## config.mk

```make
export PLATFORM = sky130hd
export DESIGN_NAME = b200_core
export DESIGN_NICKNAME = d
export VERILOG_FILES = /design/src/b200_core_pkg.sv /design/src/b200_core.sv /design/src/core_ctrl_proc.sv /design/src/ctrl_demux.sv /design/src/pps_select.sv /design/src/resp_mux.sv
export SDC_FILE = /design/constraint.sdc
export NUM_CORES = 1
export LEC_CHECK = 0
export ABC_CLOCK_PERIOD_IN_PS = 9300
export BUFFER_PORTS_ARGS = -buffer_cell sky130_fd_sc_hd__buf_2
export CAP_MARGIN = 20
export CORE_MARGIN = 2
export CORE_UTILIZATION = 50
export DETAILED_ROUTE_END_ITERATION = 12
export HOLD_SLACK_MARGIN = 0.08
export PLACE_DENSITY = 0.69
export SYNTH_ARGS = -nofsm -noshare
export SYNTH_HDL_FRONTEND = slang
export SYNTH_SLANG_ARGS = --single-unit
export TNS_END_PERCENT = 30
```

## constraint.sdc

```tcl
create_clock -name radio_clk -period 9.3 [get_ports radio_clk]
set_clock_uncertainty 0.2 [all_clocks]
set_input_delay 1.395 -clock radio_clk [delete_from_list [all_inputs] [get_ports radio_clk]]
set_output_delay 1.395 -clock radio_clk [all_outputs]
set_load 0.02 [all_outputs]
```

## src/b200_core_pkg.sv

```systemverilog
////////////////////////////////////////
// b200 core control plane definitions
// widths, stream IDs, setting addresses, credit counts
////////////////////////////////////////
package b200_core_pkg;

    ////////////////////////////////////////
    // widths
    ////////////////////////////////////////
    typedef logic [63:0] word_t;
    typedef logic [7:0]  sid_t;
    typedef logic [7:0]  set_addr_t;
    typedef logic [31:0] set_data_t;
    typedef logic [1:0]  rb_sel_t;
    typedef logic [1:0]  pps_sel_t;
    typedef logic [1:0]  lock_t;

    ////////////////////////////////////////
    // stream routing
    ////////////////////////////////////////
    localparam sid_t SID_MASK  = 8'hF0;
    localparam sid_t SID_LOCAL = 8'h40;
    // stands in for the absent second radio
    localparam sid_t SID_LOOP  = 8'h20;

    // setting register addresses
    localparam set_addr_t SR_CORE_MISC     = 8'd16;
    localparam set_addr_t SR_CORE_READBACK = 8'd32;
    localparam set_addr_t SR_CORE_GPSDO_ST = 8'd40;
    localparam set_addr_t SR_CORE_SYNC     = 8'd48;

    // readback constants
    localparam logic [15:0] COMPAT_MAJOR     = 16'h000D;
    localparam logic [15:0] COMPAT_MINOR     = 16'h0000;
    localparam logic [31:0] COMPAT_SIGNATURE = 32'hACE0BA5E;
    localparam logic [7:0]  RADIO_STATUS     = 8'd1;

    // pps source encodings
    localparam pps_sel_t PPS_SEL_GPSDO = 2'd0;
    localparam pps_sel_t PPS_SEL_EXT   = 2'd1;
    localparam pps_sel_t PPS_SEL_INT   = 2'd2;
    localparam pps_sel_t PPS_SEL_OFF   = 2'd3;

    ////////////////////////////////////////
    // flow control and timing
    ////////////////////////////////////////
    localparam int CTRL_CREDITS   = 4;
    localparam int RESP_CREDITS   = 2;
    localparam int INT_PPS_PERIOD = 64;

    typedef logic [$clog2(CTRL_CREDITS)-1:0]   fifo_ptr_t;
    typedef logic [$clog2(CTRL_CREDITS+1)-1:0] fifo_cnt_t;
    typedef logic [$clog2(RESP_CREDITS+1)-1:0] resp_cnt_t;
    typedef logic [$clog2(INT_PPS_PERIOD)-1:0] pps_cnt_t;

    // round-robin owner of the response port
    typedef enum logic {
        PRIO_LOCAL = 1'b0,
        PRIO_LOOP  = 1'b1
    } rr_prio_t;

endpackage

```

## src/b200_core.sv

```systemverilog
////////////////////////////////////////
// b200 core control plane top level
////////////////////////////////////////
`timescale 1ns/1ps

module b200_core (
    input  logic                      radio_clk,
    input  logic                      bus_rst,
    input  logic                      i_ctrl_valid,
    input  b200_core_pkg::word_t      i_ctrl_data,
    output logic                      o_ctrl_credit,
    output logic                      o_resp_valid,
    output b200_core_pkg::word_t      o_resp_data,
    output b200_core_pkg::sid_t       o_resp_sid,
    input  logic                      i_resp_credit,
    input  logic                      i_pps_int,
    input  logic                      i_pps_ext,
    input  b200_core_pkg::lock_t      i_lock_signals,
    input  b200_core_pkg::set_data_t  i_rb_misc,
    output b200_core_pkg::set_data_t  o_misc_outs,
    output logic                      o_pps,
    output logic                      o_time_sync
);
    import b200_core_pkg::*;

    logic     local_valid, local_ready;
    word_t    local_data;
    logic     loop_valid, loop_ready;
    word_t    loop_data;
    logic     lresp_valid, lresp_ready;
    word_t    lresp_data;
    sid_t     lresp_sid;
    pps_sel_t pps_sel;

    ctrl_demux u_ctrl_demux (
        .radio_clk(radio_clk), .bus_rst(bus_rst),
        .i_ctrl_valid(i_ctrl_valid), .i_ctrl_data(i_ctrl_data), .o_ctrl_credit(o_ctrl_credit),
        .o_local_valid(local_valid), .i_local_ready(local_ready), .o_local_data(local_data),
        .o_loop_valid(loop_valid), .i_loop_ready(loop_ready), .o_loop_data(loop_data)
    );

    core_ctrl_proc u_core_ctrl_proc (
        .radio_clk(radio_clk), .bus_rst(bus_rst),
        .i_local_valid(local_valid), .o_local_ready(local_ready), .i_local_data(local_data),
        .o_lresp_valid(lresp_valid), .i_lresp_ready(lresp_ready),
        .o_lresp_data(lresp_data), .o_lresp_sid(lresp_sid),
        .i_lock_signals(i_lock_signals), .i_rb_misc(i_rb_misc),
        .o_misc_outs(o_misc_outs), .o_pps_sel(pps_sel), .o_time_sync(o_time_sync)
    );

    pps_select u_pps_select (
        .radio_clk(radio_clk), .bus_rst(bus_rst),
        .i_pps_int(i_pps_int), .i_pps_ext(i_pps_ext),
        .i_pps_sel(pps_sel), .o_pps(o_pps)
    );

    resp_mux u_resp_mux (
        .radio_clk(radio_clk), .bus_rst(bus_rst),
        .i_lresp_valid(lresp_valid), .o_lresp_ready(lresp_ready),
        .i_lresp_data(lresp_data), .i_lresp_sid(lresp_sid),
        .i_loop_valid(loop_valid), .o_loop_ready(loop_ready), .i_loop_data(loop_data),
        .i_resp_credit(i_resp_credit),
        .o_resp_valid(o_resp_valid), .o_resp_data(o_resp_data), .o_resp_sid(o_resp_sid)
    );

endmodule

```

## src/core_ctrl_proc.sv

```systemverilog
////////////////////////////////////////
// core control endpoint with setting registers,
// lock synchroniser and readback responses
////////////////////////////////////////
`timescale 1ns/1ps

module core_ctrl_proc (
    input  logic                      radio_clk,
    input  logic                      bus_rst,
    input  logic                      i_local_valid,
    output logic                      o_local_ready,
    input  b200_core_pkg::word_t      i_local_data,
    output logic                      o_lresp_valid,
    input  logic                      i_lresp_ready,
    output b200_core_pkg::word_t      o_lresp_data,
    output b200_core_pkg::sid_t       o_lresp_sid,
    input  b200_core_pkg::lock_t      i_lock_signals,
    input  b200_core_pkg::set_data_t  i_rb_misc,
    output b200_core_pkg::set_data_t  o_misc_outs,
    output b200_core_pkg::pps_sel_t   o_pps_sel,
    output logic                      o_time_sync
);
    import b200_core_pkg::*;

    logic      accept;
    set_addr_t set_addr;
    set_data_t set_data;

    // setting registers and their next values
    set_data_t   misc_q;
    set_data_t   misc_nxt;
    rb_sel_t     rb_sel_q;
    rb_sel_t     rb_sel_nxt;
    logic [7:0]  gpsdo_q;
    logic [7:0]  gpsdo_nxt;
    pps_sel_t    pps_sel_q;
    pps_sel_t    pps_sel_nxt;
    logic        time_sync_q;
    logic        time_sync_nxt;

    lock_t       lock_meta;
    lock_t       lock_sync;
    word_t       rb_word;

    // a held response blocks new commands
    assign o_local_ready = !o_lresp_valid || i_lresp_ready;
    assign accept        = i_local_valid && o_local_ready;

    assign set_addr = i_local_data[15:8];
    assign set_data = i_local_data[47:16];

    ////////////////////////////////////////
    // setting decode
    ////////////////////////////////////////
    always_comb begin
        misc_nxt      = misc_q;
        rb_sel_nxt    = rb_sel_q;
        gpsdo_nxt     = gpsdo_q;
        pps_sel_nxt   = pps_sel_q;
        time_sync_nxt = time_sync_q;
        if (accept) begin
            case (set_addr)
                SR_CORE_MISC:     misc_nxt   = set_data;
                SR_CORE_READBACK: rb_sel_nxt = set_data[1:0];
                SR_CORE_GPSDO_ST: gpsdo_nxt  = set_data[7:0];
                SR_CORE_SYNC: begin
                    pps_sel_nxt   = set_data[1:0];
                    time_sync_nxt = set_data[2];
                end
                default: ;
            endcase
        end
    end

    always_ff @(posedge radio_clk) begin
        if (bus_rst) begin
            misc_q      <= '0;
            rb_sel_q    <= '0;
            pps_sel_q   <= '0;
            time_sync_q <= 1'b0;
            o_time_sync <= 1'b0;
        end else begin
            misc_q      <= misc_nxt;
            rb_sel_q    <= rb_sel_nxt;
            pps_sel_q   <= pps_sel_nxt;
            time_sync_q <= time_sync_nxt;
            // one register stage for time sync
            o_time_sync <= time_sync_q;
        end
    end

    // gpsdo status survives reset
    always_ff @(posedge radio_clk) begin
        gpsdo_q <= gpsdo_nxt;
    end

    assign o_misc_outs = misc_q;
    assign o_pps_sel   = pps_sel_q;

    // two-flop front-end lock synchroniser
    always_ff @(posedge radio_clk) begin
        if (bus_rst) begin
            lock_meta <= '0;
            lock_sync <= '0;
        end else begin
            lock_meta <= i_lock_signals;
            lock_sync <= lock_meta;
        end
    end

    ////////////////////////////////////////
    // readback and response
    ////////////////////////////////////////
    // built from next values so a response sees its own write
    always_comb begin
        case (rb_sel_nxt)
            2'd0: rb_word = {COMPAT_SIGNATURE, COMPAT_MAJOR, COMPAT_MINOR};
            2'd1: rb_word = {32'b0, misc_nxt};
            2'd2: rb_word = {16'b0, RADIO_STATUS, gpsdo_nxt, i_rb_misc};
            2'd3: rb_word = {62'b0, lock_sync};
        endcase
    end

    always_ff @(posedge radio_clk) begin
        if (bus_rst) begin
            o_lresp_valid <= 1'b0;
        end else if (accept) begin
            o_lresp_valid <= 1'b1;
        end else if (i_lresp_ready) begin
            o_lresp_valid <= 1'b0;
        end
    end

    always_ff @(posedge radio_clk) begin
        if (accept) begin
            o_lresp_data <= rb_word;
            o_lresp_sid  <= i_local_data[7:0];
        end
    end

endmodule

```

## src/ctrl_demux.sv

```systemverilog
////////////////////////////////////////
// command FIFO with host credits and
// SID routing to local and loopback endpoints
////////////////////////////////////////
`timescale 1ns/1ps

module ctrl_demux (
    input  logic                  radio_clk,
    input  logic                  bus_rst,
    input  logic                  i_ctrl_valid,
    input  b200_core_pkg::word_t  i_ctrl_data,
    output logic                  o_ctrl_credit,
    output logic                  o_local_valid,
    input  logic                  i_local_ready,
    output b200_core_pkg::word_t  o_local_data,
    output logic                  o_loop_valid,
    input  logic                  i_loop_ready,
    output b200_core_pkg::word_t  o_loop_data
);
    import b200_core_pkg::*;

    word_t     mem [CTRL_CREDITS];
    fifo_ptr_t wr_ptr;
    fifo_ptr_t rd_ptr;
    fifo_cnt_t count;
    word_t     head;
    logic      full;
    logic      empty;
    logic      head_to_loop;
    logic      push;
    logic      pop;

    assign full  = (count == fifo_cnt_t'(CTRL_CREDITS));
    assign empty = (count == '0);
    assign head  = mem[rd_ptr];

    // unknown classes fall through to the local endpoint
    assign head_to_loop = ((head[7:0] & SID_MASK) == SID_LOOP);

    // head only waits on its own output register
    assign pop  = !empty && (head_to_loop ? (!o_loop_valid || i_loop_ready)
                                          : (!o_local_valid || i_local_ready));
    assign push = i_ctrl_valid && (!full || pop);

    // one credit back to the host per word leaving
    assign o_ctrl_credit = pop;

    always_ff @(posedge radio_clk) begin
        if (push) begin
            mem[wr_ptr] <= i_ctrl_data;
        end
    end

    always_ff @(posedge radio_clk) begin
        if (bus_rst) begin
            wr_ptr <= '0;
            rd_ptr <= '0;
            count  <= '0;
        end else begin
            if (push) begin
                wr_ptr <= wr_ptr + 1'b1;
            end
            if (pop) begin
                rd_ptr <= rd_ptr + 1'b1;
            end
            if (push && !pop) begin
                count <= count + 1'b1;
            end else if (pop && !push) begin
                count <= count - 1'b1;
            end
        end
    end

    ////////////////////////////////////////
    // output registers
    ////////////////////////////////////////
    always_ff @(posedge radio_clk) begin
        if (bus_rst) begin
            o_local_valid <= 1'b0;
            o_loop_valid  <= 1'b0;
        end else begin
            if (pop && !head_to_loop) begin
                o_local_valid <= 1'b1;
            end else if (i_local_ready) begin
                o_local_valid <= 1'b0;
            end
            if (pop && head_to_loop) begin
                o_loop_valid <= 1'b1;
            end else if (i_loop_ready) begin
                o_loop_valid <= 1'b0;
            end
        end
    end

    always_ff @(posedge radio_clk) begin
        if (pop && !head_to_loop) begin
            o_local_data <= head;
        end
        if (pop && head_to_loop) begin
            o_loop_data <= head;
        end
    end

endmodule

```

## src/pps_select.sv

```systemverilog
////////////////////////////////////////
// internal PPS generator and PPS source mux
////////////////////////////////////////
`timescale 1ns/1ps

module pps_select (
    input  logic                     radio_clk,
    input  logic                     bus_rst,
    input  logic                     i_pps_int,
    input  logic                     i_pps_ext,
    input  b200_core_pkg::pps_sel_t  i_pps_sel,
    output logic                     o_pps
);
    import b200_core_pkg::*;

    pps_cnt_t   pps_cnt;
    logic       pps_gen;
    // bit 0 gpsdo, bit 1 external, bit 2 internal
    logic [2:0] pps_meta;
    logic [2:0] pps_sync;

    // internal pps is high for the first half period
    always_ff @(posedge radio_clk) begin
        if (bus_rst) begin
            pps_cnt <= '0;
            pps_gen <= 1'b0;
        end else begin
            if (pps_cnt == pps_cnt_t'(INT_PPS_PERIOD - 1)) begin
                pps_cnt <= '0;
            end else begin
                pps_cnt <= pps_cnt + 1'b1;
            end
            pps_gen <= (pps_cnt < pps_cnt_t'(INT_PPS_PERIOD / 2));
        end
    end

    always_ff @(posedge radio_clk) begin
        if (bus_rst) begin
            pps_meta <= '0;
            pps_sync <= '0;
            o_pps    <= 1'b0;
        end else begin
            pps_meta <= {pps_gen, i_pps_ext, i_pps_int};
            pps_sync <= pps_meta;
            case (i_pps_sel)
                PPS_SEL_GPSDO: o_pps <= pps_sync[0];
                PPS_SEL_EXT:   o_pps <= pps_sync[1];
                PPS_SEL_INT:   o_pps <= pps_sync[2];
                PPS_SEL_OFF:   o_pps <= 1'b0;
            endcase
        end
    end

endmodule

```

## src/resp_mux.sv

```systemverilog
////////////////////////////////////////
// round-robin response merge with
// credit-limited output port
////////////////////////////////////////
`timescale 1ns/1ps

module resp_mux (
    input  logic                  radio_clk,
    input  logic                  bus_rst,
    input  logic                  i_lresp_valid,
    output logic                  o_lresp_ready,
    input  b200_core_pkg::word_t  i_lresp_data,
    input  b200_core_pkg::sid_t   i_lresp_sid,
    input  logic                  i_loop_valid,
    output logic                  o_loop_ready,
    input  b200_core_pkg::word_t  i_loop_data,
    input  logic                  i_resp_credit,
    output logic                  o_resp_valid,
    output b200_core_pkg::word_t  o_resp_data,
    output b200_core_pkg::sid_t   o_resp_sid
);
    import b200_core_pkg::*;

    resp_cnt_t credits;
    rr_prio_t  prio;
    logic      has_credit;
    logic      grant_local;
    logic      grant_loop;
    logic      grant;

    assign has_credit = (credits != '0);

    // priority side wins a tie
    assign grant_local = has_credit && i_lresp_valid &&
                         (!i_loop_valid || prio == PRIO_LOCAL);
    assign grant_loop  = has_credit && i_loop_valid &&
                         (!i_lresp_valid || prio == PRIO_LOOP);
    assign grant       = grant_local || grant_loop;

    assign o_lresp_ready = grant_local;
    assign o_loop_ready  = grant_loop;

    ////////////////////////////////////////
    // credit count and priority
    ////////////////////////////////////////
    always_ff @(posedge radio_clk) begin
        if (bus_rst) begin
            credits <= resp_cnt_t'(RESP_CREDITS);
            prio    <= PRIO_LOCAL;
        end else begin
            case ({grant, i_resp_credit})
                2'b10:   credits <= credits - 1'b1;
                2'b01:   credits <= credits + 1'b1;
                default: ;
            endcase
            if (grant_local) begin
                prio <= PRIO_LOOP;
            end else if (grant_loop) begin
                prio <= PRIO_LOCAL;
            end
        end
    end

    // output stage
    always_ff @(posedge radio_clk) begin
        if (bus_rst) begin
            o_resp_valid <= 1'b0;
        end else begin
            o_resp_valid <= grant;
        end
    end

    always_ff @(posedge radio_clk) begin
        if (grant_local) begin
            o_resp_data <= i_lresp_data;
            o_resp_sid  <= i_lresp_sid;
        end else if (grant_loop) begin
            // echo keeps the sid field of the word itself
            o_resp_data <= i_loop_data;
            o_resp_sid  <= i_loop_data[7:0];
        end
    end

endmodule

```

# Word level (Yosys, flattened, before mapping)
# Memories as Yosys holds them, arrays and structs flattened. A register that Yosys moved wholly into a read port is not among the register bits.
# Index checks and enable logic that the tools add are counted.
# W data, S select, Z words.
[totals]
regBits = 334
latch_bits = 0
ramBits = 256
romBits = 0
output_inout_bits = 108
elab_cells = 118
memories = 1
[memory_table]
columns = ["name", "words", "word_bits", "read_ports", "rd_clocked_by_memory_dff", "write_ports", "line_no", "source"]
rows = [
  ["u_ctrl_demux.mem", 4, 64, 1, 1, 1, "ctrl_demux.sv:22", "word_t mem [CTRL_CREDITS];"],
]
[op_classes]
add_sub_neg = 7
n_mul = 0
div_mod_pow = 0
n_lt_le_gt_ge = 1
eq_ne = 15
n_shift = 0
n_mux = 27
bitwise_logic = 1
n_reduce_logical = 38
[op_table]
columns = ["op", "count"]
rows = [
  ["$pmux W64 S4", 1],
  ["$mux W64", 2],
  ["$mux W32", 2],
  ["$mux W8", 4],
  ["$eq A8 B6 Y1 const B", 3],
  ["$reduce_bool A2 Y1", 7],
  ["$logic_and A1 B1 Y1", 11],
  ["$eq A2 B2 Y1 const B", 5],
  ["$mux W1", 10],
  ["$eq A8 B5 Y1 const B", 1],
  ["$logic_not A1 Y1", 8],
  ["$mux W2", 4],
  ["$logic_or A1 B1 Y1", 7],
  ["$add A2 B1 Y2 const B", 3],
  ["$add A6 B1 Y6 const B", 1],
  ["$eq A2 B1 Y1 const B", 3],
  ["$eq A6 B6 Y1 const B", 1],
  ["$lt A6 B6 Y1 const B", 1],
  ["$mux W3", 2],
  ["$eq A4 B2 Y1 const B", 1],
  ["$logic_not A2 Y1", 2],
  ["$pmux W1 S4", 1],
  ["$pmux W2 S2", 1],
  ["$add A3 B1 Y3 const B", 1],
  ["7 further kinds", 7],
]

# Logic depth before layout (Yosys ltp)
[logic_depth]
ltp_word = 13
depth_mapped = 12
depth_no_buf = 11

# Cells and area by module
# From an unflattened synthesis, not the netlist that was laid out.
[hier_totals]
cells_unflattened = 1055
area_unflattened_um2 = 21620.7
[modules_own_cells]
columns = ["module", "instances", "cells_each", "area_per_inst_um2", "seq_area_each_um2"]
rows = [
  ["ctrl_demux", 1, 524, 13623.1, 11751.3],
  ["core_ctrl_proc", 1, 310, 4015.1, 2522.4],
  ["resp_mux", 1, 175, 3513.4, 2242.2],
  ["pps_select", 1, 46, 469.2, 280.3],
]

# Least setup slack after synthesis
# OpenSTA, ideal clock, no wires.
[synth_path]
path_kind = "flip-flop to flip-flop"
from = "reg u_resp_mux.credits[0]"
to = "reg u_core_ctrl_proc.o_lresp_data[33] (data pin)"
setup_time_ns = 0.254
arrival_ns = 6.116
required_ns = 8.846
slack_ns = 2.730
path_stages_with_launch = 6
n_path_buf = 0
period_less_slack_ns = 6.570
path_cell_list = "dfxtp_1 > o2bb2ai_1 > a21boi_0 > nand2_1 > mux2_2 > o21a_1"
[synth_lines]
columns = ["item", "line_no", "source"]
rows = [
  ["start, declared", "resp_mux.sv:24", "resp_cnt_t credits;"],
  ["start signal, assigned", "resp_mux.sv:48", "credits <= resp_cnt_t'(RESP_CREDITS);"],
  ["start signal, assigned", "resp_mux.sv:52", "2'b10: credits <= credits - 1'b1;"],
  ["start signal, assigned", "resp_mux.sv:53", "2'b01: credits <= credits + 1'b1;"],
  ["$reduce_bool A2 Y1", "resp_mux.sv:31", "assign has_credit = (credits != '0);"],
  ["$logic_and A1 B1 Y1 (2 in a row)", "resp_mux.sv:34", "assign grant_local = has_credit && i_lresp_valid &&"],
  ["$logic_or A1 B1 Y1", "core_ctrl_proc.sv:46", "assign o_local_ready = !o_lresp_valid || i_lresp_ready;"],
  ["$logic_and A1 B1 Y1", "core_ctrl_proc.sv:47", "assign accept = i_local_valid && o_local_ready;"],
  ["via u_core_ctrl_proc.accept", "core_ctrl_proc.sv:25", "logic accept;"],
  ["$mux W8", "core_ctrl_proc.sv:61", "if (accept) begin"],
  ["via u_core_ctrl_proc.gpsdo_nxt[1]", "core_ctrl_proc.sv:35", "logic [7:0] gpsdo_nxt;"],
  ["$pmux W64 S4", "core_ctrl_proc.sv:116", "case (rb_sel_nxt)"],
  ["via u_core_ctrl_proc.rb_word[33]", "core_ctrl_proc.sv:43", "word_t rb_word;"],
  ["end signal, assigned", "core_ctrl_proc.sv:136", "o_lresp_data <= rb_word;"],
  ["end, declared", "core_ctrl_proc.sv:15", "output b200_core_pkg::word_t o_lresp_data,"],
]
# The timed path passes the listed nets, and every way through them passes these cells. The select of a mux whose other input is x is not followed.
# A chain may end at the register's enable or synchronous reset.

==> flow_summary_export.csv <==
group,metric,value,unit
power,netSwitchingPower,1.85,mW
sta,finalSetupViolations,0,
placed_design,hpwlAfterDp,28000,µm
drt,drt_iter0_markers,881,
global_routing,grt_pass1_vias,10400,
sta,fin_setup_tns,0,ns
cts,numCtsBuffers,56,
cts,tritoncts,"built",
floorplanning,die_h,207,µm
setup_path,worstPathCellList,"mux4_2 -> nor4b_4 -> mux2i_1 -> nor2_2 -> buf_2",
synth,ys_warn_count,0,
cts,clock_path_buffers,3,
global_routing,antenna_found_initial,11,
sta,finalMaxSlewViolations,0,
synth,synth_nets,1212,
synth,netlist_top_cells_area,"edfxtp_1 71%, dfxtp_1 7.8%, mux4_2 7.0%",
setup_path,max_stage_delay,0.63,ns
drt,ant_nets,0,
setup_path,critPathBufInv,1,
setup_path,worstSetupPathType,"reg -> out",
cts,post_cts_buffers,0,
sta,worstMarginPinSlew,1.06,ns
global_routing,grt_max_degree,72,
cells_and_area,layout-drive-gt1-share,0.307,
synth,netlist_area,20600,µm²
drt,drt-total-wl,45500,µm
power,clockPowerShare,0.329,
cts,htree_levels,2,
cells_and_area,post-route-util,0.591,
cts,postCtsHoldBufs,0,
power,seqPwrFrac,0.510,
cts,post_cts_resized,0,
synth,syn_inst,1100,
cts,cts-root-buf,"clkbuf_16",
synth,postSynthAreaPerCell,18.7,µm²
cells_and_area,syn2layout_area_growth,17.1,%
cells_and_area,regArea,16300,µm²
power,ir_drop,0.173,mV
synth,synth_ff_type,"edfxtp_1",
setup_path,critPathLaunchType,"flop",
setup_path,arrival,3.05,ns
placed_design,pre_cts_ws,5.23,ns
setup_path,critPathRequiredTime,7.71,ns
synth,synth_edf_count,490,
sta,worst_slack,4.66,ns
cells_and_area,finalNetCount,1444,
sta,fmax,215,MHz
sta,finalCritPeriodShare,0.499,
cells_and_area,fillers,2999,
status,outcome,"finished clean",
drt,vias_per_cell,5.43,
cts,clkLatencyLatePin,0.61,ns
drt,post_drt_wl_per_cell,23.8,µm
cells_and_area,multiInputGateArea,4060,µm²
synth,yosys.cell_count.top_type,"edfxtp_1",
floorplanning,core_area,40700,µm²
placed_design,gp_congestion,0.742,
cts,clk_pin_slew,0.06,ns
sta,finalHoldViolCount,0,
setup_path,crit_family,"multiplexers",
synth,ys_seq_area_frac,0.793,
floorplanning,ios,212,
power,p_per_area,285,nW/µm²
drt,vias,10400,
floorplanning,die_x,207,µm
sta,maxSlewHeadroom,0.294,
global_routing,grt_pass1_wl,65700,µm
cells_and_area,finalNonFillerCells,1913,
setup_path,crit_path_top_delay_cell,"dfxtp_4",
global_routing,globalRouteTotalUtil,0.215,
synth,synth-seq-cells,570,
placed_design,place_inst,1804,
power,p_comb_frac,0.161,
sta,rsz0062_at_grt,"no",
setup_path,worstPathMaxFanout,22,
drt,drcViolationCount,0,
floorplanning,die-area,42800,µm²
hold_path,hold_path.class,"reg -> reg",
placed_design,io_buffer_count,211,
floorplanning,rows,74,
cts,cts_sinks,570,
global_routing,overflow,0,
drt,dr.pass1.iters,5,
sta,min_period,4.64,ns
power,sw_frac_of_total,0.269,
flow_run,max-cap-violations,0,
power,power_leakage,8.50,nW
setup_path,worstSetupEndpointType,"output port",
synth,synth_top_area_cell,"edfxtp_1",
synth,ys_types,49,
synth,async_flop_share,0,
floorplanning,start_util,0.505,
synth,synth.top_cells.by_count,"490 x edfxtp_1, 142 x nand2_1, 80 x dfxtp_1",
power,cell_internal_pwr,5.02,mW
synth,synth_top_area_frac,0.715,
-- layer usage --
layer	GRT usage	wire length [µm]	part of all wire
met1	0.301	19200	0.42
met4	0.0681	1110	0.024
met5	0	50	0.0011
met3	0.0515	3500	0.077
met2	0.336	21700	0.48
-- worst paths after layout --
path,start,end,slack (ns),depth (start not counted)
worst max-delay path,flop,o_ctrl_credit,4.66,5
worst min-delay path,u_ctrl_demux.o_local_data[7]$_DFFE_PP_,u_core_ctrl_proc.o_lresp_sid[7]$_DFFE_PN_,0.22,0
worst max register to register,flop,u_ctrl_demux.count[2]$_SDFFE_PP0P_,5.43,10
worst min register to register,u_ctrl_demux.o_local_data[7]$_DFFE_PP_,u_core_ctrl_proc.o_lresp_sid[7]$_DFFE_PN_,0.22,0
-- metrics by stage --
stage          cell area, µm²  hold WS (ns)  total power [mW]
2_1_floorplan           20600         0.200              4.23
3_3_place_gp            22200         0.201              4.66
3_5_place_dp            22200         0.205              4.69
4_1_cts                 24100         0.219              6.94
5_1_grt                 24100         0.239              7.14
6_report                24100         0.218              6.87
-- logic make-up after synthesis --
group,count (synthesis),synth area share
compound gates,69,0.0287
xor+xnor,7,0.00298
fa+ha+maj,8,0.00523
simple gates,269,0.0589
flops,570,0.793
buf+inv,56,0.0125
mux,121,0.0990
-- area by class of cell --
| class | count | share of cell area |
|---|---|---|
| clock buffers | 65 | 0.0596 |
| multi-input cells | 474 | 0.168 |
| inverters | 7 | 0.00114 |
| repair buffers | 223 | 0.0481 |
| flip-flops and latches | 570 | 0.677 |
| diodes | 4 | 0.000415 |
| well taps | 532 | 0.0276 |
| clock inverters | 38 | 0.0173 |
-- flip-flops by register name (all words and copies together), names as in the netlist, 3 cells and up, named ones only --
| register | count |
|---|---|
| u_ctrl_demux.count | 3 |
| u_pps_select.pps_cnt | 6 |
| u_resp_mux.o_resp_sid | 8 |
| u_ctrl_demux.o_loop_data | 64 |
| u_pps_select.pps_meta | 3 |
| u_core_ctrl_proc.o_lresp_data | 42 |
| u_resp_mux.o_resp_data | 64 |
| u_pps_select.pps_sync | 3 |
| u_core_ctrl_proc.gpsdo_q | 8 |
| u_ctrl_demux.o_local_data | 48 |
| u_ctrl_demux.mem | 256 |
| u_core_ctrl_proc.o_lresp_sid | 8 |
| u_core_ctrl_proc.o_misc_outs | 32 |
-- layout by cell type (no fill, tap or decap), types with 8 or more instances in the layout --
| cell | netlist | layout |
|---|---|---|
| edfxtp_1 | 490 | 490 |
| buf_2 | 7 | 211 |
| nand2_1 | 142 | 142 |
| dfxtp_1 | 80 | 78 |
| mux4_2 | 64 | 64 |
| nor2_1 | 57 | 57 |
| clkbuf_16 | 0 | 56 |
| mux2i_1 | 43 | 43 |
| o2bb2ai_1 | 20 | 20 |
| and2_1 | 19 | 15 |
| clkinv_2 | 0 | 14 |
| nor2b_1 | 16 | 14 |
| mux2_2 | 12 | 12 |
| a21o_1 | 12 | 12 |
| o21ai_0 | 11 | 11 |
| buf_4 | 2 | 11 |
| clkbuf_1 | 27 | 9 |
| o2bb2ai_2 | 8 | 8 |
-- power by group through the flow --
stage / clock network (mW) / logic, mW / registers, mW
floorplan: 0 / 0.668 / 3.57
global placement: 0 / 1.11 / 3.55
detailed placement: 0 / 1.13 / 3.56
CTS: 2.29 / 1.13 / 3.51
global route: 2.39 / 1.20 / 3.54
finish: 2.26 / 1.11 / 3.50
Note: power is estimated with default switching activity, not from simulation.
